==> src/design/pipe_pkg.sv <==
`default_nettype none

package pipe_pkg;

    localparam int word_w     = 32; // data and pc
    localparam int reg_addr_w = 5;
    localparam int reg_count  = 32;
    localparam int alu_op_w   = 12;

    // one-hot alu operation bits
    localparam int alu_add  = 0;
    localparam int alu_sub  = 1;
    localparam int alu_slt  = 2;
    localparam int alu_sltu = 3;
    localparam int alu_and  = 4;
    localparam int alu_nor  = 5;
    localparam int alu_or   = 6;
    localparam int alu_xor  = 7;
    localparam int alu_sll  = 8;
    localparam int alu_srl  = 9;
    localparam int alu_sra  = 10;
    localparam int alu_lui  = 11;

endpackage

`default_nettype wire

==> src/design/isa_pkg.sv <==
`default_nettype none

package isa_pkg;

    // major opcodes
    localparam logic [5:0] op_special = 6'h00;
    localparam logic [5:0] op_j       = 6'h02;
    localparam logic [5:0] op_jal     = 6'h03;
    localparam logic [5:0] op_beq     = 6'h04;
    localparam logic [5:0] op_bne     = 6'h05;
    localparam logic [5:0] op_addiu   = 6'h09;
    localparam logic [5:0] op_andi    = 6'h0c;
    localparam logic [5:0] op_ori     = 6'h0d;
    localparam logic [5:0] op_xori    = 6'h0e;
    localparam logic [5:0] op_lui     = 6'h0f;
    localparam logic [5:0] op_lw      = 6'h23;
    localparam logic [5:0] op_sw      = 6'h2b;

    // function field, special opcode only
    localparam logic [5:0] fn_sll  = 6'h00;
    localparam logic [5:0] fn_srl  = 6'h02;
    localparam logic [5:0] fn_sra  = 6'h03;
    localparam logic [5:0] fn_jr   = 6'h08;
    localparam logic [5:0] fn_addu = 6'h21;
    localparam logic [5:0] fn_subu = 6'h23;
    localparam logic [5:0] fn_and  = 6'h24;
    localparam logic [5:0] fn_or   = 6'h25;
    localparam logic [5:0] fn_xor  = 6'h26;
    localparam logic [5:0] fn_nor  = 6'h27;
    localparam logic [5:0] fn_slt  = 6'h2a;
    localparam logic [5:0] fn_sltu = 6'h2b;

    localparam logic [4:0] reg_link = 5'd31; // jal writes here

    // one instruction word, three field layouts
    typedef union packed {
        struct packed {
            logic [5:0] op;
            logic [4:0] rs;
            logic [4:0] rt;
            logic [4:0] rd;
            logic [4:0] sa;
            logic [5:0] func;
        } r;
        struct packed {
            logic [5:0]  op;
            logic [4:0]  rs;
            logic [4:0]  rt;
            logic [15:0] imm;
        } i;
        struct packed {
            logic [5:0]  op;
            logic [25:0] jidx;
        } j;
    } inst_word_u;

endpackage

`default_nettype wire

==> src/design/stage_ifs.sv <==
`default_nettype none

// decoder results, shared by bypass, branch and the stage outputs
interface decode_if;
    logic [pipe_pkg::alu_op_w-1:0]   alu_op;
    logic                            src1_is_sa;
    logic                            src1_is_pc;
    logic                            src2_is_imm;
    logic                            src2_is_8;
    logic                            mem_re;
    logic                            mem_we;
    logic                            gpr_we;
    logic [pipe_pkg::reg_addr_w-1:0] dest;
    logic                            uses_rs;
    logic                            uses_rt;
    logic                            is_beq;
    logic                            is_bne;
    logic                            is_j_imm; // j or jal
    logic                            is_jr;

    modport dec (
        output alu_op, src1_is_sa, src1_is_pc, src2_is_imm, src2_is_8,
               mem_re, mem_we, gpr_we, dest, uses_rs, uses_rt,
               is_beq, is_bne, is_j_imm, is_jr
    );
    modport sink (
        input alu_op, src1_is_sa, src1_is_pc, src2_is_imm, src2_is_8,
              mem_re, mem_we, gpr_we, dest, uses_rs, uses_rt,
              is_beq, is_bne, is_j_imm, is_jr
    );
endinterface

interface rf_read_if;
    logic [pipe_pkg::reg_addr_w-1:0] raddr1;
    logic [pipe_pkg::reg_addr_w-1:0] raddr2;
    logic [pipe_pkg::word_w-1:0]     rdata1;
    logic [pipe_pkg::word_w-1:0]     rdata2;

    modport reader (output raddr1, raddr2, input rdata1, rdata2);
    modport bank (input raddr1, raddr2, output rdata1, rdata2);
endinterface

`default_nettype wire

==> src/design/id_input_reg.sv <==
`default_nettype none

module id_input_reg (
    input  logic                        clk,
    input  logic                        reset,
    input  logic                        fs_to_ds_valid,
    input  logic [pipe_pkg::word_w-1:0] fs_inst,
    input  logic [pipe_pkg::word_w-1:0] fs_pc,
    input  logic                        ready_go,
    input  logic                        es_allowin,
    output logic                        ds_allowin,
    output logic                        ds_valid,
    output logic [pipe_pkg::word_w-1:0] ds_inst,
    output logic [pipe_pkg::word_w-1:0] ds_pc
);

    // empty, or the current word leaves this cycle
    assign ds_allowin = !ds_valid || (ready_go && es_allowin);

    always_ff @(posedge clk) begin
        if (reset) begin
            ds_valid <= 1'b0;
        end else if (ds_allowin) begin
            ds_valid <= fs_to_ds_valid;
        end
    end

    always_ff @(posedge clk) begin
        if (fs_to_ds_valid && ds_allowin) begin // load on acceptance only
            ds_inst <= fs_inst;
            ds_pc   <= fs_pc;
        end
    end

endmodule

`default_nettype wire

==> src/design/inst_decoder.sv <==
`default_nettype none

module inst_decoder (
    input  logic [pipe_pkg::word_w-1:0] ds_inst,
    decode_if.dec                       ctl
);

    isa_pkg::inst_word_u iw;
    logic is_special, sa_zero, rs_zero;
    logic inst_addu, inst_subu, inst_and, inst_or, inst_xor, inst_nor;
    logic inst_slt, inst_sltu, inst_sll, inst_srl, inst_sra, inst_jr;
    logic inst_addiu, inst_andi, inst_ori, inst_xori, inst_lui;
    logic inst_lw, inst_sw, inst_beq, inst_bne, inst_j, inst_jal;
    logic r_alu, i_alu, dst_is_rt;

    assign iw = ds_inst;

    assign is_special = iw.r.op == isa_pkg::op_special;
    assign sa_zero    = iw.r.sa == '0;
    assign rs_zero    = iw.r.rs == '0;

    // register-register ops need a zero shift field
    assign inst_addu = is_special && sa_zero && iw.r.func == isa_pkg::fn_addu;
    assign inst_subu = is_special && sa_zero && iw.r.func == isa_pkg::fn_subu;
    assign inst_and  = is_special && sa_zero && iw.r.func == isa_pkg::fn_and;
    assign inst_or   = is_special && sa_zero && iw.r.func == isa_pkg::fn_or;
    assign inst_xor  = is_special && sa_zero && iw.r.func == isa_pkg::fn_xor;
    assign inst_nor  = is_special && sa_zero && iw.r.func == isa_pkg::fn_nor;
    assign inst_slt  = is_special && sa_zero && iw.r.func == isa_pkg::fn_slt;
    assign inst_sltu = is_special && sa_zero && iw.r.func == isa_pkg::fn_sltu;
    // shifts by sa, rs unused
    assign inst_sll  = is_special && rs_zero && iw.r.func == isa_pkg::fn_sll;
    assign inst_srl  = is_special && rs_zero && iw.r.func == isa_pkg::fn_srl;
    assign inst_sra  = is_special && rs_zero && iw.r.func == isa_pkg::fn_sra;
    assign inst_jr   = is_special && sa_zero && iw.r.rt == '0 && iw.r.rd == '0
                     && iw.r.func == isa_pkg::fn_jr;

    assign inst_addiu = iw.i.op == isa_pkg::op_addiu;
    assign inst_andi  = iw.i.op == isa_pkg::op_andi;
    assign inst_ori   = iw.i.op == isa_pkg::op_ori;
    assign inst_xori  = iw.i.op == isa_pkg::op_xori;
    assign inst_lui   = iw.i.op == isa_pkg::op_lui && iw.i.rs == '0;
    assign inst_lw    = iw.i.op == isa_pkg::op_lw;
    assign inst_sw    = iw.i.op == isa_pkg::op_sw;
    assign inst_beq   = iw.i.op == isa_pkg::op_beq;
    assign inst_bne   = iw.i.op == isa_pkg::op_bne;
    assign inst_j     = iw.j.op == isa_pkg::op_j;
    assign inst_jal   = iw.j.op == isa_pkg::op_jal;

    assign r_alu = inst_addu | inst_subu | inst_and | inst_or | inst_xor | inst_nor
                 | inst_slt | inst_sltu;
    assign i_alu = inst_addiu | inst_andi | inst_ori | inst_xori;

    assign ctl.alu_op[pipe_pkg::alu_add]  = inst_addu | inst_addiu | inst_lw | inst_sw
                                          | inst_jal; // link is pc + 8
    assign ctl.alu_op[pipe_pkg::alu_sub]  = inst_subu;
    assign ctl.alu_op[pipe_pkg::alu_slt]  = inst_slt;
    assign ctl.alu_op[pipe_pkg::alu_sltu] = inst_sltu;
    assign ctl.alu_op[pipe_pkg::alu_and]  = inst_and | inst_andi;
    assign ctl.alu_op[pipe_pkg::alu_nor]  = inst_nor;
    assign ctl.alu_op[pipe_pkg::alu_or]   = inst_or | inst_ori;
    assign ctl.alu_op[pipe_pkg::alu_xor]  = inst_xor | inst_xori;
    assign ctl.alu_op[pipe_pkg::alu_sll]  = inst_sll;
    assign ctl.alu_op[pipe_pkg::alu_srl]  = inst_srl;
    assign ctl.alu_op[pipe_pkg::alu_sra]  = inst_sra;
    assign ctl.alu_op[pipe_pkg::alu_lui]  = inst_lui;

    assign ctl.src1_is_sa  = inst_sll | inst_srl | inst_sra;
    assign ctl.src1_is_pc  = inst_jal;
    assign ctl.src2_is_imm = i_alu | inst_lui | inst_lw | inst_sw; // logic imms zero-extend later
    assign ctl.src2_is_8   = inst_jal;

    assign ctl.mem_re = inst_lw;
    assign ctl.mem_we = inst_sw;
    assign ctl.gpr_we = r_alu | ctl.src1_is_sa | i_alu | inst_lui | inst_lw | inst_jal;

    assign dst_is_rt = i_alu | inst_lui | inst_lw;
    assign ctl.dest  = inst_jal  ? isa_pkg::reg_link :
                       dst_is_rt ? iw.i.rt :
                                   iw.r.rd;

    // which sources the stall check must consider
    assign ctl.uses_rs = r_alu | i_alu | inst_lw | inst_sw | inst_beq | inst_bne | inst_jr;
    assign ctl.uses_rt = r_alu | ctl.src1_is_sa | inst_sw | inst_beq | inst_bne;

    assign ctl.is_beq   = inst_beq;
    assign ctl.is_bne   = inst_bne;
    assign ctl.is_j_imm = inst_j | inst_jal;
    assign ctl.is_jr    = inst_jr;

endmodule

`default_nettype wire

==> src/design/regfile.sv <==
`default_nettype none

module regfile (
    input  logic                            clk,
    rf_read_if.bank                         rd,
    input  logic                            we,
    input  logic [pipe_pkg::reg_addr_w-1:0] waddr,
    input  logic [pipe_pkg::word_w-1:0]     wdata
);

    logic [pipe_pkg::word_w-1:0] regs [pipe_pkg::reg_count];

    always_ff @(posedge clk) begin
        if (we && waddr != '0) begin // r0 stays zero
            regs[waddr] <= wdata;
        end
    end

    // asynchronous read
    assign rd.rdata1 = (rd.raddr1 == '0) ? '0 : regs[rd.raddr1];
    assign rd.rdata2 = (rd.raddr2 == '0) ? '0 : regs[rd.raddr2];

endmodule

`default_nettype wire

==> src/design/operand_bypass.sv <==
`default_nettype none

module operand_bypass (
    input  logic [pipe_pkg::reg_addr_w-1:0] rs,
    input  logic [pipe_pkg::reg_addr_w-1:0] rt,
    decode_if.sink                          ctl,
    rf_read_if.reader                       rf,
    input  logic [pipe_pkg::reg_addr_w-1:0] es_dest,
    input  logic [pipe_pkg::reg_addr_w-1:0] ms_dest,
    input  logic [pipe_pkg::reg_addr_w-1:0] ws_addr,
    input  logic [pipe_pkg::word_w-1:0]     es_res,
    input  logic [pipe_pkg::word_w-1:0]     ms_res,
    input  logic [pipe_pkg::word_w-1:0]     ws_data,
    input  logic                            es_res_valid,
    input  logic                            ms_res_valid,
    input  logic                            ws_we,
    output logic [pipe_pkg::word_w-1:0]     rs_value,
    output logic [pipe_pkg::word_w-1:0]     rt_value,
    output logic                            ready_go
);

    logic rs_es, rs_ms, rs_ws;
    logic rt_es, rt_ms, rt_ws;
    logic wait_es, wait_ms;

    // a nonzero source equal to dst; dest 0 then never matches
    function automatic logic hit(input logic [pipe_pkg::reg_addr_w-1:0] src,
                                 input logic [pipe_pkg::reg_addr_w-1:0] dst);
        return (src != '0) && (src == dst);
    endfunction

    assign rf.raddr1 = rs;
    assign rf.raddr2 = rt;

    assign rs_es = hit(rs, es_dest);
    assign rs_ms = hit(rs, ms_dest);
    assign rs_ws = hit(rs, ws_addr) && ws_we;
    assign rt_es = hit(rt, es_dest);
    assign rt_ms = hit(rt, ms_dest);
    assign rt_ws = hit(rt, ws_addr) && ws_we;

    // youngest producer wins
    assign rs_value = rs_es ? es_res  :
                      rs_ms ? ms_res  :
                      rs_ws ? ws_data :
                              rf.rdata1;
    assign rt_value = rt_es ? es_res  :
                      rt_ms ? ms_res  :
                      rt_ws ? ws_data :
                              rf.rdata2;

    // result not ready yet, typically a load in flight
    assign wait_es  = ((ctl.uses_rs && rs_es) || (ctl.uses_rt && rt_es)) && !es_res_valid;
    assign wait_ms  = ((ctl.uses_rs && rs_ms) || (ctl.uses_rt && rt_ms)) && !ms_res_valid;
    assign ready_go = !wait_es && !wait_ms;

endmodule

`default_nettype wire

==> src/design/branch_unit.sv <==
`default_nettype none

module branch_unit (
    input  logic                        ds_valid,
    input  logic [pipe_pkg::word_w-1:0] ds_inst,
    input  logic [pipe_pkg::word_w-1:0] ds_pc,
    decode_if.sink                      ctl,
    input  logic [pipe_pkg::word_w-1:0] rs_value,
    input  logic [pipe_pkg::word_w-1:0] rt_value,
    output logic                        br_taken,
    output logic [pipe_pkg::word_w-1:0] br_target
);

    isa_pkg::inst_word_u         iw;
    logic [pipe_pkg::word_w-1:0] pc_plus4;
    logic [pipe_pkg::word_w-1:0] br_offset;
    logic [pipe_pkg::word_w-1:0] jump_target;
    logic                        rs_eq_rt;

    assign iw       = ds_inst;
    assign pc_plus4 = ds_pc + 32'd4; // delay slot address

    assign br_offset   = {{14{iw.i.imm[15]}}, iw.i.imm, 2'b00};
    assign jump_target = {pc_plus4[pipe_pkg::word_w-1 -: 4], iw.j.jidx, 2'b00};

    assign rs_eq_rt = rs_value == rt_value;

    assign br_taken = ds_valid && ((ctl.is_beq && rs_eq_rt)
                                || (ctl.is_bne && !rs_eq_rt)
                                ||  ctl.is_j_imm
                                ||  ctl.is_jr);

    assign br_target = ctl.is_jr    ? rs_value    :
                       ctl.is_j_imm ? jump_target :
                                      pc_plus4 + br_offset; // beq, bne

endmodule

`default_nettype wire

==> src/design/decode_stage.sv <==
`default_nettype none

module decode_stage (
    input  logic                            clk,
    input  logic                            reset,
    // fetch side
    input  logic                            fs_to_ds_valid,
    input  logic [pipe_pkg::word_w-1:0]     fs_inst,
    input  logic [pipe_pkg::word_w-1:0]     fs_pc,
    output logic                            ds_allowin,
    // execute side, handshake and forwarding
    input  logic                            es_allowin,
    input  logic [pipe_pkg::reg_addr_w-1:0] es_dest,
    input  logic [pipe_pkg::word_w-1:0]     es_res,
    input  logic                            es_res_valid,
    input  logic [pipe_pkg::reg_addr_w-1:0] ms_dest,
    input  logic [pipe_pkg::word_w-1:0]     ms_res,
    input  logic                            ms_res_valid,
    input  logic                            ws_we,
    input  logic [pipe_pkg::reg_addr_w-1:0] ws_addr,
    input  logic [pipe_pkg::word_w-1:0]     ws_data,
    // payload to execute
    output logic                            ds_to_es_valid,
    output logic [pipe_pkg::alu_op_w-1:0]   alu_op,
    output logic                            src1_is_sa,
    output logic                            src1_is_pc,
    output logic                            src2_is_imm,
    output logic                            src2_is_8,
    output logic                            mem_re,
    output logic                            mem_we,
    output logic                            gpr_we,
    output logic [pipe_pkg::reg_addr_w-1:0] dest,
    output logic [15:0]                     imm,
    output logic [pipe_pkg::word_w-1:0]     rs_value,
    output logic [pipe_pkg::word_w-1:0]     rt_value,
    output logic [pipe_pkg::word_w-1:0]     ds_pc_out,
    // redirect to fetch
    output logic                            br_taken,
    output logic [pipe_pkg::word_w-1:0]     br_target
);

    logic                        ds_valid;
    logic                        ready_go;
    logic [pipe_pkg::word_w-1:0] ds_inst;
    logic [pipe_pkg::word_w-1:0] ds_pc;

    decode_if  ctl_if ();
    rf_read_if rf_if ();

    id_input_reg u_id_input_reg (
        .clk, .reset, .fs_to_ds_valid, .fs_inst, .fs_pc,
        .ready_go, .es_allowin, .ds_allowin, .ds_valid, .ds_inst, .ds_pc
    );

    inst_decoder u_inst_decoder (.ds_inst, .ctl(ctl_if.dec));

    regfile u_regfile (
        .clk, .rd(rf_if.bank), .we(ws_we), .waddr(ws_addr), .wdata(ws_data)
    );

    operand_bypass u_operand_bypass (
        .rs(ds_inst[25:21]), .rt(ds_inst[20:16]), .ctl(ctl_if.sink), .rf(rf_if.reader),
        .es_dest, .ms_dest, .ws_addr, .es_res, .ms_res, .ws_data,
        .es_res_valid, .ms_res_valid, .ws_we, .rs_value, .rt_value, .ready_go
    );

    branch_unit u_branch_unit (
        .ds_valid, .ds_inst, .ds_pc, .ctl(ctl_if.sink),
        .rs_value, .rt_value, .br_taken, .br_target
    );

    assign ds_to_es_valid = ds_valid && ready_go;

    assign alu_op      = ctl_if.alu_op;
    assign src1_is_sa  = ctl_if.src1_is_sa;
    assign src1_is_pc  = ctl_if.src1_is_pc;
    assign src2_is_imm = ctl_if.src2_is_imm;
    assign src2_is_8   = ctl_if.src2_is_8;
    assign mem_re      = ctl_if.mem_re;
    assign mem_we      = ctl_if.mem_we;
    assign gpr_we      = ctl_if.gpr_we;
    assign dest        = ctl_if.dest;
    assign imm         = ds_inst[15:0]; // extension is done in execute
    assign ds_pc_out   = ds_pc;

endmodule

`default_nettype wire

==> config.mk <==
export PLATFORM = sky130hd
export DESIGN_NAME = decode_stage
export DESIGN_NICKNAME = d
export VERILOG_FILES = /design/src/design/pipe_pkg.sv /design/src/design/isa_pkg.sv /design/src/design/stage_ifs.sv /design/src/design/id_input_reg.sv /design/src/design/inst_decoder.sv /design/src/design/regfile.sv /design/src/design/operand_bypass.sv /design/src/design/branch_unit.sv /design/src/design/decode_stage.sv
export SDC_FILE = /design/constraint.sdc
export NUM_CORES = 2
export LEC_CHECK = 0
export ABC_AREA = 0
export BUFFER_PORTS_ARGS = -buffer_cell sky130_fd_sc_hd__buf_2
export CORE_MARGIN = 3
export CORE_UTILIZATION = 55
export DETAILED_ROUTE_END_ITERATION = 8
export PLACE_DENSITY_LB_ADDON = 0.08
export SYNTH_ARGS = -nofsm -noshare
export SYNTH_HDL_FRONTEND = slang
export SYNTH_SLANG_ARGS = --single-unit
==> constraint.sdc <==
create_clock -name clk -period 10.45 [get_ports clk]
set_input_delay 0 -clock clk [delete_from_list [all_inputs] [get_ports clk]]
set_output_delay 0 -clock clk [all_outputs]
set_load 0.02 [all_outputs]
# Yosys cells after proc, flatten, opt, wreduce, memory -nomap -nowiden
# Memories as Yosys holds them, arrays and structs flattened. A register that Yosys moved wholly into a read port is not among the register bits.
# Cells that the tools add are included.
# classes
addsub,2
n_eq_ne,29
muxes,16
bitwise,37
n_reduce_logical,60
# op_table
cell,n
32-bit two-way mux,10
6-bit == test (second input constant),10
1-bit logical AND,39
1-bit bitwise OR,37
6-bit by 4-bit == test with 1-bit output (second input constant),6
32-bit by 3-bit adder with 32-bit output (second input constant),1
32-bit adder,1
32-bit == test,1
5-bit == test,6
6-bit by 2-bit == test with 1-bit output (second input constant),4
5-bit zero test,4
5-bit two-way mux,4
5-bit nonzero test,3
6-bit by 3-bit == test with 1-bit output (second input constant),2
6-bit zero test,2
1-bit zero test,6
1-bit logical OR,6
1-bit two-way mux,2
# totals
ff_bits,65
ramBits,1024
input_bits,182
out_inout_bits,171
mem_count,1
# memory_table
memory,depth,width,read_ports,rd_ports_with_merged_regs,write_ports,line_no,source
u_regfile.regs,32,32,2,2,1,regfile.sv:11,logic [pipe_pkg::word_w-1:0] regs [pipe_pkg::reg_count];

# Depth between registers and ports, before layout
# logic_depth
depth_word,25
depth_mapped,19
ltp_nobuf,19

# Hierarchy
# From an unflattened synthesis, not the netlist that was laid out.
# unflattened
hier_cells,3484
area_unflattened_um2,56183.9
# by_module_without_submodules
mod,n_inst,cells_per_inst,area_each_um2,seq_area_each_um2
regfile,1,2564,47929.7,30749.5
branch_unit,1,452,3194.3,0.0
operand_bypass,1,298,2436.1,0.0
id_input_reg,1,69,1976.9,1941.9
inst_decoder,1,100,640.6,0.0
decode_stage,1,1,6.3,0.0

# Worst setup path after synthesis
# OpenSTA, ideal clock, no wires.
# synth_path
path_kind,register to output
start,reg u_id_input_reg.ds_pc[8] (netlist bit)
end,out br_target[31] (netlist bit)
arrival_ns,3.959
required_time_ns,10.450
slack_ns,6.491
stages_incl_launch_ff,20
n_path_buf,0
path_cell_list,edfxtp_1 and4_1 and2_1 nand3_1 nor3_1 and2_1 nand3_1 xnor2_1 ha_1 a21o_1 a21o_1 a21o_1 nor2_1 o21ai_0 a21oi_1 o21ai_0 a41oi_1 xnor2_1 and3_1 o31ai_1
# synth_between
elab_chain_cells,4
# synth_rtl
item,line_no,source
from (decl),id_input_reg.sv:14,output logic [pipe_pkg::word_w-1:0] ds_pc
from (signal assigned),id_input_reg.sv:31,ds_pc <= fs_pc;
32-bit by 3-bit adder with 32-bit output *,branch_unit.sv:21,assign pc_plus4 = ds_pc + 32'd4;
32-bit adder,branch_unit.sv:35,pc_plus4 + br_offset;
32-bit two-way mux *,branch_unit.sv:34,ctl.is_j_imm ? jump_target :
32-bit two-way mux *,branch_unit.sv:33,assign br_target = ctl.is_jr ? rs_value :
to (decl),decode_stage.sv:39,output logic [pipe_pkg::word_w-1:0] br_target
# Mark *: on every way between the ends. The rest lies on a longest branch, timed or not.

==> flow_metrics.tcl <==
set metrics [dict create \
    status "finished clean" \
    layout.nets 4181 \
    start_util 0.5575 \
    netlist_top_cells_area "edfxtp_1 59%, mux4_2 15%, mux2i_1 5.7%, o22ai_1 1.4%, a22oi_1 1.3%" \
    finalSetupViolCount 0 \
    ant_nets 0 \
    yosysSeqAreaShare 0.5959 \
    cts-root-buf "clkbuf_16" \
    crit_family "buffers and inverters" \
    drv_slew 0 \
    multi_input_area_um2 21220 \
    grt_pass1_wl_um 290500 \
    dpl.hpwl_um 125400 \
    criticalPathCategory "reg2out" \
    met1_usage 0.5165 \
    worstMarginPinSlew_ps 1449 \
    synth_top_area_frac 0.5919 \
    worstPathRequired_ps 10450 \
    tns_ps 0 \
    combinationalPowerShare 0.184 \
    cts_resized 0 \
    cp.depth 12 \
    regArea_um2 32910 \
    core_um2 98990 \
    yosys_warnings 0 \
    power_switching_w 0.003163 \
    synthToLayoutAreaGrowth_pct 15.44 \
    fin_crit_ps 6944 \
    cp-start-kind "register" \
    timing.hold.ws_ps 32.87 \
    port_buffers 352 \
    path_common_cell "buf_4" \
    wl_per_cell_um 39.09 \
    numCtsBuffers 116 \
    met3_usage 0.1385 \
    fmaxAchievable_ghz 0.1440 \
    grt_pass1_vias 39070 \
    hold_buffers 145 \
    synth-edff-count 1088 \
    slowest_delay_ps 1150 \
    hold_path_class "in2reg" \
    gr-usage-all-layers 0.3994 \
    ys_ff_latch 1099 \
    p_sw_frac 0.2834 \
    dieArea_um2 104200 \
    layout.cells.non_filler 5365 \
    rsz0062_at_grt "no" \
    yosysTopAreaCell "edfxtp_1" \
    power.share.clock 0.366 \
    initialDrtViolationCount 6629 \
    gr-max-usage-layer "met2" \
    syn_inst 3496 \
    antenna_found_initial 12 \
    routed_via_density 7.433 \
    p_leak_nw 21.94 \
    design_area_um2 63710 \
    clock_latency_ps 740 \
    netlist-cell-type-count 89 \
    row_count 115 \
    synth_async_sr_flop_share 0 \
    crit_fanout 41 \
    cts_tree "yes" \
    cts_max_level 3 \
    fin_util 0.6436 \
    die_h_um 322.8 \
    postPlaceCellArea_um2 58510 \
    clk_pin_slew_ps 70 \
    worstPathArrival_ps 6940 \
    post_cts_buffers 0 \
    grt_overflow 0 \
    ios 353 \
    gp_congestion 0.9441 \
    cpMaxStageDelayCell "o21ai_0" \
    finClkSkew_ps 47.90 \
    maxCapViolCount 0 \
    power_frac_seq 0.450 \
    hold_path_depth 2 \
    fillers 7057 \
    first_pass_iters 7 \
    r2r_cells 9 \
    ys.flop_type "edfxtp_1" \
    cp-end-kind "primary output" \
    path_cells "buf_4, buf_4, mux4_2, o22ai_1, nor4_1, o21ai_0, xor2_1, nand4_1, nor3_2, a31o_1, nand3_1, buf_2" \
    intPower_w 0.007997 \
    irDropWorstVdd_uv 189.2 \
    vias 39880 \
    synth_area_per_cell_um2 15.79 \
    cp.buffers_inverters 3 \
    die_w_um 322.8 \
    powerDensity_nw_per_um2 175.2 \
    min_period_over_period 0.6645 \
    synth.cell_area_um2 55190 \
    hold_viol 0 \
    cts.sinks 1099 \
    grt_max_degree 145 \
    dp_cells 4992 \
    use_met2 0.5971 \
    layout-drive-gt1-share 0.2764 \
    slew_headroom 0.02372 \
    clockBufferDepth 3 \
    drc 0 \
    drt_wl_total_um 209700 \
]
-- power groups by stage --
| stage | clock (W) | sequential, W | combinational, W |
|---|---|---|---|
| 6_report | 0.00409 | 0.00502 | 0.00205 |
| 5_1_grt | 0.00430 | 0.00503 | 0.00211 |
| 4_1_cts | 0.00411 | 0.00502 | 0.00198 |
| 3_5_place_dp | 0 | 0.00511 | 0.00193 |
| 3_3_place_gp | 0 | 0.00511 | 0.00192 |
| 2_1_floorplan | 0 | 0.00506 | 0.00119 |
-- placed cells by master, fill, tap and decap left out, drive strengths merged, types with 46 or more instances in the layout --
cell type,count
mux2i,312
clkbuf,146
o22ai,125
nand2,129
dlygate4sd3,145
clkinv,57
nand3,63
buf,458
nor3,46
xnor2,78
a22oi,94
o21ai,65
mux4,374
nor2,154
edfxtp,1088
a21oi,94
-- sequential cells by signal, summed over array words and instances (netlist names), named ones only --
name	cells
u_id_input_reg.ds_inst	32
u_id_input_reg.ds_pc	32
u_id_input_reg.ds_valid	1
u_regfile.regs	1024
-- worst paths after layout --
kind,start,end,slack (ps)
setup / recovery,register,br_taken,3510
hold / removal,fs_pc[31],u_id_input_reg.ds_pc[31]$_DFFE_PP_,30
setup reg to reg,u_id_input_reg.ds_inst[22]$_DFFE_PP_,u_id_input_reg.ds_pc[6]$_DFFE_PP_,5970
hold reg to reg,u_id_input_reg.ds_inst[23]$_DFFE_PP_,register,730
-- per-stage QoR --
stage / power (W) / setup WS (ps)
floorplan: 0.006251 / 6491
global route: 0.01144 / 3341
CTS: 0.01111 / 3772
finish: 0.01116 / 3506
detailed placement: 0.007047 / 4503
global placement: 0.007025 / 4508
-- cells by family (layout without fill, tap and decap cells) --
kind of cell,after synthesis,in the layout,share of synthesized area
AOI/OAI and AO/OA,627,627,0.07916
xor gates and xnor gates,114,114,0.01809
adders and majority gates,31,31,0.007163
buffers and inverters,317,860,0.02856
DFF,1099,1099,0.5959
muxes,718,718,0.2157
other,1,40,0.00006794
and+or+nand+nor,589,589,0.05531
-- area by class of cell --
class / instances / area share
Multi-Input combinational cell: 2111 / 0.3331
Tap cell: 1287 / 0.02527
Clock buffer: 146 / 0.04813
Inverter: 37 / 0.002180
Timing Repair Buffer: 603 / 0.06390
Clock inverter: 74 / 0.01051
Sequential cell: 1099 / 0.5166
Antenna cell: 8 / 0.0003142
-- layer usage --
metal,vias up,share of wire
met2,3487,0.44
met5,-,0.00032
met3,801,0.15
met4,10,0.068
li1,15390,-
met1,20190,0.34
-- synthesized netlist by cell type, types with 10 or more instances --
cell      instances
a211oi_1         36
a21o_1           19
a21oi_1          92
a221o_1          11
a221oi_1         29
a22o_1           29
a22oi_1          94
a31oi_1          20
and3_1           15
buf_1            21
buf_2           102
buf_4            59
clkbuf_1         93
dfxtp_1          11
edfxtp_1       1088
ha_1             30
inv_1            37
mux2_2           31
mux2i_1         312
mux4_2          374
nand2_1         129
nand2b_1         15
nand3_1          63
nand3b_1         10
nand4_1          32
nor2_1          154
nor2b_1          21
nor3_1           43
nor4_1           14
o21ai_0          62
o21bai_1         11
o22a_1           10
o22ai_1         125
or2_2            10
or3_1            10
or4_1            12
xnor2_1          78
xor2_1           36
Note: power is estimated with default switching activity, not from simulation.
